[config.mk]
export PLATFORM = sky130hd
export DESIGN_NAME = uart_link
export DESIGN_NICKNAME = d
export VERILOG_FILES = /design/src/source/uart_pkg.sv /design/src/source/uart_tx.sv /design/src/source/uart_rx.sv /design/src/source/uart_link.sv
export SDC_FILE = /design/constraint.sdc
export NUM_CORES = 1
export LEC_CHECK = 0
export BUFFER_PORTS_ARGS = -buffer_cell sky130_fd_sc_hd__buf_4
export CORE_ASPECT_RATIO = 1.5
export CORE_MARGIN = 2
export CORE_UTILIZATION = 40
export DETAILED_ROUTE_END_ITERATION = 12
export PLACE_DENSITY = 0.71
export SLEW_MARGIN = 20
export SYNTH_ARGS = -nofsm -noshare
export SYNTH_HDL_FRONTEND = slang
export SYNTH_SLANG_ARGS = --single-unit
[constraint.sdc]
create_clock -name clk -period 1.92 [get_ports clk]
set_clock_uncertainty 0.15 [all_clocks]
set_input_delay 0.192 -clock clk [delete_from_list [all_inputs] [get_ports clk]]
set_output_delay 0.192 -clock clk [all_outputs]
set_load 0.05 [all_outputs]
[src/source/uart_pkg.sv]
package uart_pkg;

	// transmitter phases, one per part of the frame
	typedef enum logic [2:0] {
		TX_IDLE   = 3'd0,
		TX_START  = 3'd1,
		TX_DATA   = 3'd2,
		TX_PARITY = 3'd3,
		TX_STOP   = 3'd4
	} tx_state_t;

	// receiver phases
	typedef enum logic [2:0] {
		RX_IDLE   = 3'd0,    // waiting for a falling edge
		RX_START  = 3'd1,    // half period to start bit middle
		RX_DATA   = 3'd2,
		RX_PARITY = 3'd3,
		RX_STOP   = 3'd4
	} rx_state_t;

	// parity sense of the optional parity bit
	typedef enum logic {
		PARITY_EVEN = 1'b0,  // bit makes total ones even
		PARITY_ODD  = 1'b1
	} parity_mode_t;

	// receiver line synchronizer depth
	localparam int SYNC_STAGES = 3;

endpackage

[src/source/uart_tx.sv]
`timescale 1ns/100ps

module uart_tx #(
	parameter int DATA_WIDTH = 8,
	parameter int CLOCKS_PER_BIT = 8,
	parameter int PARITY_ENABLED = 1,
	parameter uart_pkg::parity_mode_t PARITY_TYPE = uart_pkg::PARITY_EVEN
) (
	input  logic                  clk,
	input  logic                  reset,
	input  logic                  i_enable,
	input  logic [DATA_WIDTH-1:0] i_data,
	output logic                  o_busy,
	output logic                  o_serial_out
);

	localparam int FRAME_BITS = DATA_WIDTH + PARITY_ENABLED + 2;
	localparam int FRAME_CYCLES = FRAME_BITS * CLOCKS_PER_BIT;
	localparam int CNT_W = $clog2(CLOCKS_PER_BIT);
	localparam int BIT_W = (DATA_WIDTH > 1) ? $clog2(DATA_WIDTH) : 1;

	uart_pkg::tx_state_t   state;
	logic [CNT_W-1:0]      clk_cnt;     // cycles spent in the current bit
	logic [BIT_W-1:0]      bit_cnt;     // data bit index
	logic [FRAME_BITS-1:0] frame_sr;    // bit 0 is on the line
	logic [FRAME_BITS-1:0] frame_word;  // frame built from i_data
	logic                  parity_bit;
	logic                  bit_done;
	logic                  start;

	assign start      = i_enable && (state == uart_pkg::TX_IDLE);  // ignored while busy
	assign bit_done   = (clk_cnt == CNT_W'(CLOCKS_PER_BIT - 1));
	assign parity_bit = (^i_data) ^ (PARITY_TYPE == uart_pkg::PARITY_ODD);

	// frame as sent LSB first: start, data, parity, stop
	always_comb begin
		frame_word = '1;                    // stop bit
		frame_word[0] = 1'b0;               // start bit
		frame_word[DATA_WIDTH:1] = i_data;
		if (PARITY_ENABLED != 0) begin
			frame_word[DATA_WIDTH+1] = parity_bit;
		end
	end

	always_ff @(posedge clk) begin
		if (reset) begin
			state    <= uart_pkg::TX_IDLE;
			clk_cnt  <= '0;
			bit_cnt  <= '0;
			frame_sr <= '1;                 // line idles high
		end else if (start) begin
			state    <= uart_pkg::TX_START;
			clk_cnt  <= '0;
			bit_cnt  <= '0;
			frame_sr <= frame_word;         // start bit goes out now
		end else if (state != uart_pkg::TX_IDLE) begin
			if (bit_done) begin
				clk_cnt  <= '0;
				frame_sr <= {1'b1, frame_sr[FRAME_BITS-1:1]};  // refill with idle level
				case (state)
					uart_pkg::TX_START: begin
						state <= uart_pkg::TX_DATA;
					end
					uart_pkg::TX_DATA: begin
						bit_cnt <= bit_cnt + 1'b1;
						if (bit_cnt == BIT_W'(DATA_WIDTH - 1)) begin
							if (PARITY_ENABLED != 0) begin
								state <= uart_pkg::TX_PARITY;
							end else begin
								state <= uart_pkg::TX_STOP;
							end
						end
					end
					uart_pkg::TX_PARITY: begin
						state <= uart_pkg::TX_STOP;
					end
					default: begin
						state <= uart_pkg::TX_IDLE;  // stop bit held a full period
					end
				endcase
			end else begin
				clk_cnt <= clk_cnt + 1'b1;
			end
		end
	end

	assign o_busy       = (state != uart_pkg::TX_IDLE);
	assign o_serial_out = frame_sr[0];

	// busy is high for the whole frame, so a fall means it rose one frame earlier
	a_busy_full_frame: assert property (@(posedge clk) disable iff (reset)
		$fell(o_busy) |-> $past(o_busy, FRAME_CYCLES) && !$past(o_busy, FRAME_CYCLES + 1));

	a_idle_line_high: assert property (@(posedge clk) disable iff (reset)
		!o_busy |-> o_serial_out);

endmodule

[src/source/uart_rx.sv]
`timescale 1ns/100ps

module uart_rx #(
	parameter int DATA_WIDTH = 8,
	parameter int CLOCKS_PER_BIT = 8,
	parameter int PARITY_ENABLED = 1,
	parameter uart_pkg::parity_mode_t PARITY_TYPE = uart_pkg::PARITY_EVEN
) (
	input  logic                  clk,
	input  logic                  reset,
	input  logic                  i_serial_in,
	output logic [DATA_WIDTH-1:0] o_rx_data,
	output logic                  o_rx_valid,
	output logic                  o_rx_error
);

	localparam int CNT_W = $clog2(CLOCKS_PER_BIT);
	localparam int BIT_W = (DATA_WIDTH > 1) ? $clog2(DATA_WIDTH) : 1;
	localparam int HALF_BIT = CLOCKS_PER_BIT / 2;

	logic [uart_pkg::SYNC_STAGES-1:0] sync_sr;  // line synchronizer
	logic                             line;     // synchronized line
	logic                             line_prev;
	logic                             fall;
	uart_pkg::rx_state_t              state;
	logic [CNT_W-1:0]                 clk_cnt;
	logic [BIT_W-1:0]                 bit_cnt;
	logic [DATA_WIDTH-1:0]            data_sr;     // LSB arrives first
	logic                             parity_acc;  // xor of data and parity bits
	logic                             half_done;
	logic                             bit_done;
	logic                             parity_bad;

	assign line      = sync_sr[uart_pkg::SYNC_STAGES-1];
	assign fall      = line_prev && !line;
	assign half_done = (clk_cnt == CNT_W'(HALF_BIT - 1));
	assign bit_done  = (clk_cnt == CNT_W'(CLOCKS_PER_BIT - 1));
	assign parity_bad = (PARITY_ENABLED != 0) &&
		(parity_acc != (PARITY_TYPE == uart_pkg::PARITY_ODD));

	always_ff @(posedge clk) begin
		if (reset) begin
			sync_sr   <= '1;
			line_prev <= 1'b1;
		end else begin
			sync_sr   <= {sync_sr[uart_pkg::SYNC_STAGES-2:0], i_serial_in};
			line_prev <= line;
		end
	end

	always_ff @(posedge clk) begin
		if (reset) begin
			state      <= uart_pkg::RX_IDLE;
			clk_cnt    <= '0;
			bit_cnt    <= '0;
			o_rx_valid <= 1'b0;
			o_rx_error <= 1'b0;
		end else begin
			o_rx_valid <= 1'b0;  // pulses only
			o_rx_error <= 1'b0;
			case (state)
				uart_pkg::RX_IDLE: begin
					if (fall) begin
						state   <= uart_pkg::RX_START;
						clk_cnt <= '0;
					end
				end
				uart_pkg::RX_START: begin
					if (half_done) begin
						clk_cnt <= '0;
						bit_cnt <= '0;
						if (line) begin
							state <= uart_pkg::RX_IDLE;  // glitch, not a start bit
						end else begin
							state <= uart_pkg::RX_DATA;
						end
					end else begin
						clk_cnt <= clk_cnt + 1'b1;
					end
				end
				uart_pkg::RX_DATA: begin
					if (bit_done) begin
						clk_cnt <= '0;
						bit_cnt <= bit_cnt + 1'b1;
						if (bit_cnt == BIT_W'(DATA_WIDTH - 1)) begin
							if (PARITY_ENABLED != 0) begin
								state <= uart_pkg::RX_PARITY;
							end else begin
								state <= uart_pkg::RX_STOP;
							end
						end
					end else begin
						clk_cnt <= clk_cnt + 1'b1;
					end
				end
				uart_pkg::RX_PARITY: begin
					if (bit_done) begin
						clk_cnt <= '0;
						state   <= uart_pkg::RX_STOP;
					end else begin
						clk_cnt <= clk_cnt + 1'b1;
					end
				end
				uart_pkg::RX_STOP: begin
					if (bit_done) begin
						clk_cnt    <= '0;
						state      <= uart_pkg::RX_IDLE;
						o_rx_valid <= 1'b1;
						o_rx_error <= parity_bad || !line;  // stop bit must be 1
					end else begin
						clk_cnt <= clk_cnt + 1'b1;
					end
				end
				default: begin
					state <= uart_pkg::RX_IDLE;
				end
			endcase
		end
	end

	// sampled bits, captured at mid-bit
	always_ff @(posedge clk) begin
		if ((state == uart_pkg::RX_START) && half_done) begin
			parity_acc <= 1'b0;
		end else if (((state == uart_pkg::RX_DATA) || (state == uart_pkg::RX_PARITY)) && bit_done) begin
			parity_acc <= parity_acc ^ line;
		end
		if ((state == uart_pkg::RX_DATA) && bit_done) begin
			data_sr <= DATA_WIDTH'({line, data_sr} >> 1);
		end
		if ((state == uart_pkg::RX_STOP) && bit_done) begin
			o_rx_data <= data_sr;  // held until next frame
		end
	end

	a_error_with_valid: assert property (@(posedge clk) disable iff (reset)
		o_rx_error |-> o_rx_valid);

	a_valid_one_cycle: assert property (@(posedge clk) disable iff (reset)
		o_rx_valid |=> !o_rx_valid);

	a_state_legal: assert property (@(posedge clk) disable iff (reset)
		state inside {uart_pkg::RX_IDLE, uart_pkg::RX_START, uart_pkg::RX_DATA,
			uart_pkg::RX_PARITY, uart_pkg::RX_STOP});

endmodule

[src/source/uart_link.sv]
`timescale 1ns/100ps

module uart_link #(
	parameter int DATA_WIDTH = 8,
	parameter int CLOCKS_PER_BIT = 8,      // at least 4
	parameter int PARITY_ENABLED = 1,
	parameter uart_pkg::parity_mode_t PARITY_TYPE = uart_pkg::PARITY_EVEN
) (
	input  logic                  clk,
	input  logic                  reset,
	input  logic                  i_enable,
	input  logic [DATA_WIDTH-1:0] i_data,
	output logic                  o_busy,
	output logic                  o_serial_out,
	input  logic                  i_serial_in,  // looped back outside
	output logic [DATA_WIDTH-1:0] o_rx_data,
	output logic                  o_rx_valid,
	output logic                  o_rx_error
);

	uart_tx #(
		.DATA_WIDTH     (DATA_WIDTH),
		.CLOCKS_PER_BIT (CLOCKS_PER_BIT),
		.PARITY_ENABLED (PARITY_ENABLED),
		.PARITY_TYPE    (PARITY_TYPE)
	) u_tx (
		.clk          (clk),
		.reset        (reset),
		.i_enable     (i_enable),
		.i_data       (i_data),
		.o_busy       (o_busy),
		.o_serial_out (o_serial_out)
	);

	uart_rx #(
		.DATA_WIDTH     (DATA_WIDTH),
		.CLOCKS_PER_BIT (CLOCKS_PER_BIT),
		.PARITY_ENABLED (PARITY_ENABLED),
		.PARITY_TYPE    (PARITY_TYPE)
	) u_rx (
		.clk         (clk),
		.reset       (reset),
		.i_serial_in (i_serial_in),
		.o_rx_data   (o_rx_data),
		.o_rx_valid  (o_rx_valid),
		.o_rx_error  (o_rx_error)
	);

endmodule

==> run summary, run 1 <==
GR Util All Layers: 0.1422
Antenna Cells: 0
# IOs: 24
Worst Tran Pin Value: 0.5242 ns
Reg2reg setup slack: 0.14 ns
Antenna violations before repair: 0
Routed Antenna Nets: 0
DIE AREA: 6549 sq um
Synth cell types: 51
CP Class: reg2reg
Setup TNS: 0 ns
Setup violations, final: 0
Core Rows: 34
Via count of the first global-routing pass: 1682
Final Hold Fails: 0
Min-Delay Path Class: in2reg
Yosys warning count: 0
Slowest cell on crit path: or3b_4
R2R Path End: u_rx.o_rx_data[1]$_DFFE_PP_
First-pass GRT wire length: 7.265 mm
Initial DRC Count: 94
Grt peak-use layer: met2
# Post-CTS Setup Buffers: 0
Post-Route WL: 4.293 mm
Root buf cell: clkbuf_8
Core area: 5743 sq um
Slew HR: 0.6475
Post-layout util: 0.4804
Status: complete, no violations
GRT met2 Usage: 0.2662
Lkg Pwr: 0.001118 uW
EDFF count, synth: 16
Worst-Skew Late Latency: 0.31 ns
Final instance area: 2759 sq um
Post-route DRC violation count: 0
Startpoint Class: flop
Dpl hpwl: 3.184 mm
Critical path endpoint category: flop
Clk sink count: 51
Largest net degree at the start of global routing: 22
Grt total ovfl: 0
Cell Chain, Critical Path: or3b_4, or2_2, inv_1
Critical path's largest stage delay: 0.41 ns
Fin. max-slew vios: 0
RR Startpoint: u_rx.state[1]$_SDFFE_PP0P_
Final min period: 1.782 ns
Critical-path maximum fanout: 8
WHS Endpoint: u_tx.frame_sr[2]$_SDFFE_PP1P_
Synth async-reset ratio: 0
Number of vias in the routed layout: 1800
Seq/Total Area, Yosys: 0.5000
Pwr dens: 715.5 nW/um^2
Top FF cell, synth: dfxtp_1
Pre-CTS setup slack: 0.1386 ns
Max Cap Viol: 0
Vias/cell: 5.294
Maximum vdd drop: 0.4300 mV
CTS buffer count: 5
Die width: 66.75 microns
Flop and latch count out of synthesis: 51
Synthesized area: 2362 sq um
Global Route met1 Usage: 0.1437
Max clock buf depth: 2
Area grow syn2layout: 16.79%
Fraction of layout cells with a size suffix above 1: 0.2090
Fmax: 561.1 MHz
TritonCTS clock tree: built
WP data required: 1.75 ns
Synth Area per Inst: 10.14 sq um
H-tree Lvls: 2
Placed Area: 2643 sq um
Final Wtd Congestion: 0.7925
Die extent in y: 98.12 microns
WP data arrival: 1.61 ns
Tcrit/Tclk final: 0.9283
DR pass1 iterations: 4
I/O Buffers: 23
Drt wl/cell: 12.63 microns
Syn nets: 255
RSZ-0062 raised after global routing: false
Nets: 289
Worst Reg-to-Reg Cells: 3
Initial Util: 0.4113
Hold path startpoint: i_data[1]
Syn Inst Count: 233
Final setup margin: 0.1377 ns
Hold path depth: 3
Clock transition at path regs: 0.09 ns
Grt met3 use: 0.03456
[cell usage after synthesis, types with 4 or more instances]
master,count,area (sq um)
edfxtp_1,16,480.5
dfxtp_1,35,700.7
nor3_1,6,30.03
and3_1,5,31.28
nand2b_1,5,31.28
xnor2_1,8,70.07
a21oi_1,12,60.06
mux2i_1,5,50.05
or2_2,5,31.28
o21ai_1,5,25.02
nand3_1,6,30.03
buf_2,4,20.02
o21ai_0,5,25.02
nand2_1,22,82.58
nor2_1,21,78.83
ha_1,10,125.1
inv_1,10,37.54
[final cells by class]
cell class | count | area, sq um
flip-flops and latches | 51 | 1181
clock inverters | 3 | 17.52
clock buffers | 5 | 68.82
well taps | 72 | 90.09
fillers | 558 | 2984
inverters | 10 | 37.54
multi-input cells | 159 | 1056
repair buffers | 40 | 307.8
[critical path: cells and delay by family (launching register included)]
kind | cells | cell delay [ns]
buffers and inverters | 1 | 0.24
AND/OR/NAND/NOR | 2 | 0.72
flip-flops | 1 | 0.35
[how the worst max path moves through the flow]
stage / to / startpoint / slack (ns)
6_report: u_rx.o_rx_data[1]$_DFFE_PP_ / u_rx.state[1]$_SDFFE_PP0P_ / 0.14
5_1_grt: u_tx.frame_sr[2]$_SDFFE_PP1P_ / u_tx.clk_cnt[0]$_SDFFE_PP0P_ / 0.03
4_1_cts: u_rx.o_rx_data[1]$_DFFE_PP_ / u_rx.state[1]$_SDFFE_PP0P_ / 0.12
3_5_place_dp: u_rx.o_rx_data[7]$_DFFE_PP_ / u_rx.state[1]$_SDFFE_PP0P_ / 0.14
3_3_place_gp: u_rx.o_rx_data[7]$_DFFE_PP_ / u_rx.state[1]$_SDFFE_PP0P_ / 0.20
2_1_floorplan: u_rx.o_rx_data[0]$_DFFE_PP_ / u_rx.state[0]$_SDFFE_PP0P_ / 0.11
[what timing repair did]
| action | 4_1_cts | 5_1_grt |
|---|---|---|
| resized for setup | 0 | 0 |
| hold buffers | 3 | 0 |
| endpoints found under the hold margin | 3 | 0 |
[registers in the layout (all words and copies together) (netlist names)]
name / flops
u_rx.parity_acc: 1
u_rx.o_rx_valid: 1
u_rx.o_rx_error: 1
u_tx.frame_sr: 10
u_rx.o_rx_data: 8
u_rx.clk_cnt: 3
u_rx.sync_sr: 3
u_rx.line_prev: 1
u_tx.state: 3
u_tx.bit_cnt: 3
u_tx.clk_cnt: 3
u_rx.bit_cnt: 3
u_rx.data_sr: 8
u_rx.state: 3
[layout by cell type (no fill, tap or decap), types with 2 or more instances in the layout]
cell / count
edfxtp_1: 16
dlygate4sd3_1: 3
o311ai_0: 2
dfxtp_1: 35
o21ai_0: 5
nor3b_1: 2
nand2_1: 22
nand3_1: 6
a21oi_1: 12
xnor2_1: 8
or2_2: 5
buf_4: 37
and3_1: 5
a221oi_1: 3
o31ai_1: 2
mux2i_1: 5
nand3b_1: 3
clkbuf_8: 5
o21a_1: 3
a31oi_1: 2
o21ai_1: 5
nor3_1: 6
nor2_1: 21
inv_1: 10
nand2b_1: 5
a211oi_1: 2
nand4_1: 3
ha_1: 10
[per-layer routing]
layer  share of wire  wire length [microns]  up-vias
li1                -                      -      898
met1            0.40                   1715      864
met2            0.55                   2341       30
met3           0.033                    142        8
met4           0.022                     94        0
met5               0                      0        -
[stage by stage]
stage | hold slack [ns] | power (uW) | instances
final | 0.02607 | 1974 | 340
after global placement | 0.2297 | 1384 | 329
after detailed placement | 0.2321 | 1391 | 329
after floorplan | 0.1458 | 1333 | 233
after CTS | 0.02947 | 1997 | 340
after global routing | 0.05337 | 2060 | 340
[power breakdown]
| part | total, uW | switching (uW) | internal, uW |
|---|---|---|---|
| registers | 1160 | 20.5 | 1140 |
| clock network | 605 | 351 | 254 |
| logic | 213 | 108 | 105 |
| total | 1970 | 479 | 1490 |
[cell families (layout without fill, tap and decap cells)]
logic type	after synthesis	in the layout	share of synthesized area
XOR/XNOR	9	9	0.03337
buffers and inverters	23	58	0.05297
multiplexers	5	5	0.02119
flip-flops	51	51	0.5000
AO/OA/AOI/OAI	47	47	0.1372
adder cells (fa/ha/maj)	10	10	0.05297
AND/OR/NAND/NOR	88	88	0.2023
Note: power is estimated with default switching activity, not from simulation.
==> inputs of run 2 (changes only) <==
--- a/config.mk
+++ b/config.mk
@@ -6,11 +6,12 @@
 export NUM_CORES = 1
 export LEC_CHECK = 0
 export BUFFER_PORTS_ARGS = -buffer_cell sky130_fd_sc_hd__buf_4
-export CORE_ASPECT_RATIO = 1.5
 export CORE_MARGIN = 2
 export CORE_UTILIZATION = 40
+export CTS_CLUSTER_DIAMETER = 50
 export DETAILED_ROUTE_END_ITERATION = 12
 export PLACE_DENSITY = 0.71
+export SKIP_CTS_REPAIR_TIMING = 1
 export SLEW_MARGIN = 20
 export SYNTH_ARGS = -nofsm -noshare
 export SYNTH_HDL_FRONTEND = slang
==> run summary, run 2 (synthesis gave the netlist of run 1 again) <==
Status: complete, no violations (unchanged)
Delay-heaviest family, CP: compound AO/OA/AOI/OAI gates (was simple AND/OR/NAND/NOR gates)
Largest register FFs: 10 (unchanged)
DIE AREA: 6537 sq um (was 6549 sq um)
Setup violations, final: 0 (unchanged)
Max clock buf depth: 2 (unchanged)
Buffers & Inverters on Critical Path: 1 (unchanged)
Initial DRC Count: 80 (was 94)
Final instance area: 2748 sq um (was 2759 sq um)
Worst-Skew Late Latency: 0.30 ns (was 0.31 ns)
Final Wtd Congestion: 0.9126 (was 0.7925)
Cell Chain, Critical Path: buf_4, o311ai_0, nand3_1, o41ai_1 (was or3b_4, or2_2, inv_1)
Filler cell count: 537 (was 558)
WP data required: 1.97 ns (was 1.75 ns)
Fmax: 574.2 MHz (was 561.1 MHz)
DR pass1 iterations: 4 (unchanged)
Maximum vdd drop: 0.5588 mV (was 0.4300 mV)
Drt wl/cell: 12.48 microns (was 12.63 microns)
Footprint of the multi-input gates: 1059 sq um (was 1056 sq um)
Startpoint Class: flop (unchanged)
I/O Buffers: 23 (unchanged)
Via count of the first global-routing pass: 1688 (was 1682)
Slew HR: 0.6717 (was 0.6475)
Post-route DRC violation count: 0 (unchanged)
H-tree Lvls: 2 (unchanged)
WP data arrival: 1.79 ns (was 1.61 ns)
Worst Reg-to-Reg Cells: 4 (was 3)
Core Rows: 27 (was 34)
Vias/cell: 5.214 (was 5.294)
Clk sink count: 51 (unchanged)
Root buf cell: clkbuf_8 (unchanged)
CTS buffer count: 5 (unchanged)
Routed Antenna Nets: 0 (unchanged)
Number of vias in the routed layout: 1757 (was 1800)
Lkg Pwr: 0.001109 uW (was 0.001118 uW)
Die width: 80.85 microns (was 66.75 microns)
Core area: 5608 sq um (was 5743 sq um)
Slowest cell on crit path: o311ai_0 (was or3b_4)
Nets: 286 (was 289)
Critical path endpoint category: flop (unchanged)
Grt total ovfl: 0 (unchanged)
Antenna violations before repair: 0 (unchanged)
Most frequent cells in the layout: dfxtp_1 (35), buf_4 (34), nand2_1 (22), nor2_1 (20), edfxtp_1 (16) (was buf_4 (37), dfxtp_1 (35), nand2_1 (22), nor2_1 (21), edfxtp_1 (16))
CP Class: reg2reg (unchanged)
Tcrit/Tclk final: 0.9071 (was 0.9283)
Largest regs: u_tx.frame_sr: 10 flops, u_rx.data_sr: 8 flops, u_rx.o_rx_data: 8 flops (unchanged)
Hold path depth: 2 (was 3)
Placed Area: 2620 sq um (was 2643 sq um)
FF/Latch Area: 1181 sq um (unchanged)
Die extent in y: 80.85 microns (was 98.12 microns)
Critical path's largest stage delay: 0.48 ns (was 0.41 ns)
Worst Tran Pin Value: 0.4863 ns (was 0.5242 ns)
Min-Delay Path Class: in2reg (unchanged)
Pwr dens: 730.2 nW/um^2 (was 715.5 nW/um^2)
Setup TNS: 0 ns (unchanged)
Commonest non-fill, non-tap cell in the layout: dfxtp_1 (was buf_4)
GR Util All Layers: 0.1446 (was 0.1422)
Max Cap Viol: 0 (unchanged)
First-pass GRT wire length: 7.383 mm (was 7.265 mm)
Dpl hpwl: 3.037 mm (was 3.184 mm)
Area grow syn2layout: 16.31% (was 16.79%)
Initial Util: 0.4212 (was 0.4113)
Top reg by flops: u_tx.frame_sr (unchanged)
TritonCTS clock tree: built (unchanged)
Clock transition at path regs: 0.09 ns (about the same)
Critical-path maximum fanout: 9 (was 8)
Fraction of layout cells with a size suffix above 1: 0.2075 (was 0.2090)
CP Depth: 4 (was 3)
# IOs: 24 (unchanged)
Final min period: 1.742 ns (was 1.782 ns)
Final Hold Fails: 0 (unchanged)
Post-Route WL: 4.207 mm (was 4.293 mm)
Largest net degree at the start of global routing: 22 (unchanged)
Antenna Cells: 0 (unchanged)
RSZ-0062 raised after global routing: false (unchanged)
Fin. max-slew vios: 0 (unchanged)
==> run 2: cell type report <==
type                    instances  share of cell area
clock buffers                   5             0.02505
clock inverters                 3            0.009563
inverters                      10             0.01366
multi-input cells             159              0.3852
flip-flops and latches         51              0.4299
well taps                      72             0.03279
repair buffers                 37              0.1038
==> run 2: power breakdown <==
| part | total [uW] | internal [uW] | switching, uW | leakage (uW) |
|---|---|---|---|---|
| clock | 638 | 268 | 370 | 0.0000491 |
| combinational | 209 | 103 | 106 | 0.000631 |
| sequential | 1160 | 1140 | 24.0 | 0.000429 |
| total | 2010 | 1510 | 499 | 0.00111 |
==> run 2: per-stage QoR <==
stage	setup slack, ns	instances	util	hold slack [ns]	power, uW
final	0.1784	337	0.4900	0.07174	2006
after global routing	0.05333	337	0.4900	0.07449	2101
after CTS	0.1127	334	0.4842	-0.09389	2022
after detailed placement	0.1426	326	0.4672	0.2290	1387
after global placement	0.2168	326	0.4672	0.2262	1379
after floorplan	0.1071	233	-	0.1458	1333
==> run 2: worst paths after layout <==
kind | startpoint | to | slack, ns
setup reg to reg | u_rx.state[1]$_SDFFE_PP0P_ | u_rx.state[1]$_SDFFE_PP0P_ | 0.18
hold reg to reg | u_rx.sync_sr[0]$_SDFF_PP1_ | u_rx.sync_sr[1]$_SDFF_PP1_ | 0.27
hold / removal | reset | u_rx.bit_cnt[1]$_SDFFE_PP0P_ | 0.07
setup / recovery | u_rx.state[1]$_SDFFE_PP0P_ | u_rx.state[1]$_SDFFE_PP0P_ | 0.18
==> run 2: per-layer routing <==
metal  up-vias  track usage  part of all wire  wire length (microns)
li1        894            -                 -                      -
met1       814       0.1704              0.45                   1897
met2        40       0.2512              0.49                   2042
met3         9      0.03556             0.042                    176
met4         0      0.05932             0.021                     90
met5         -            0                 0                      0
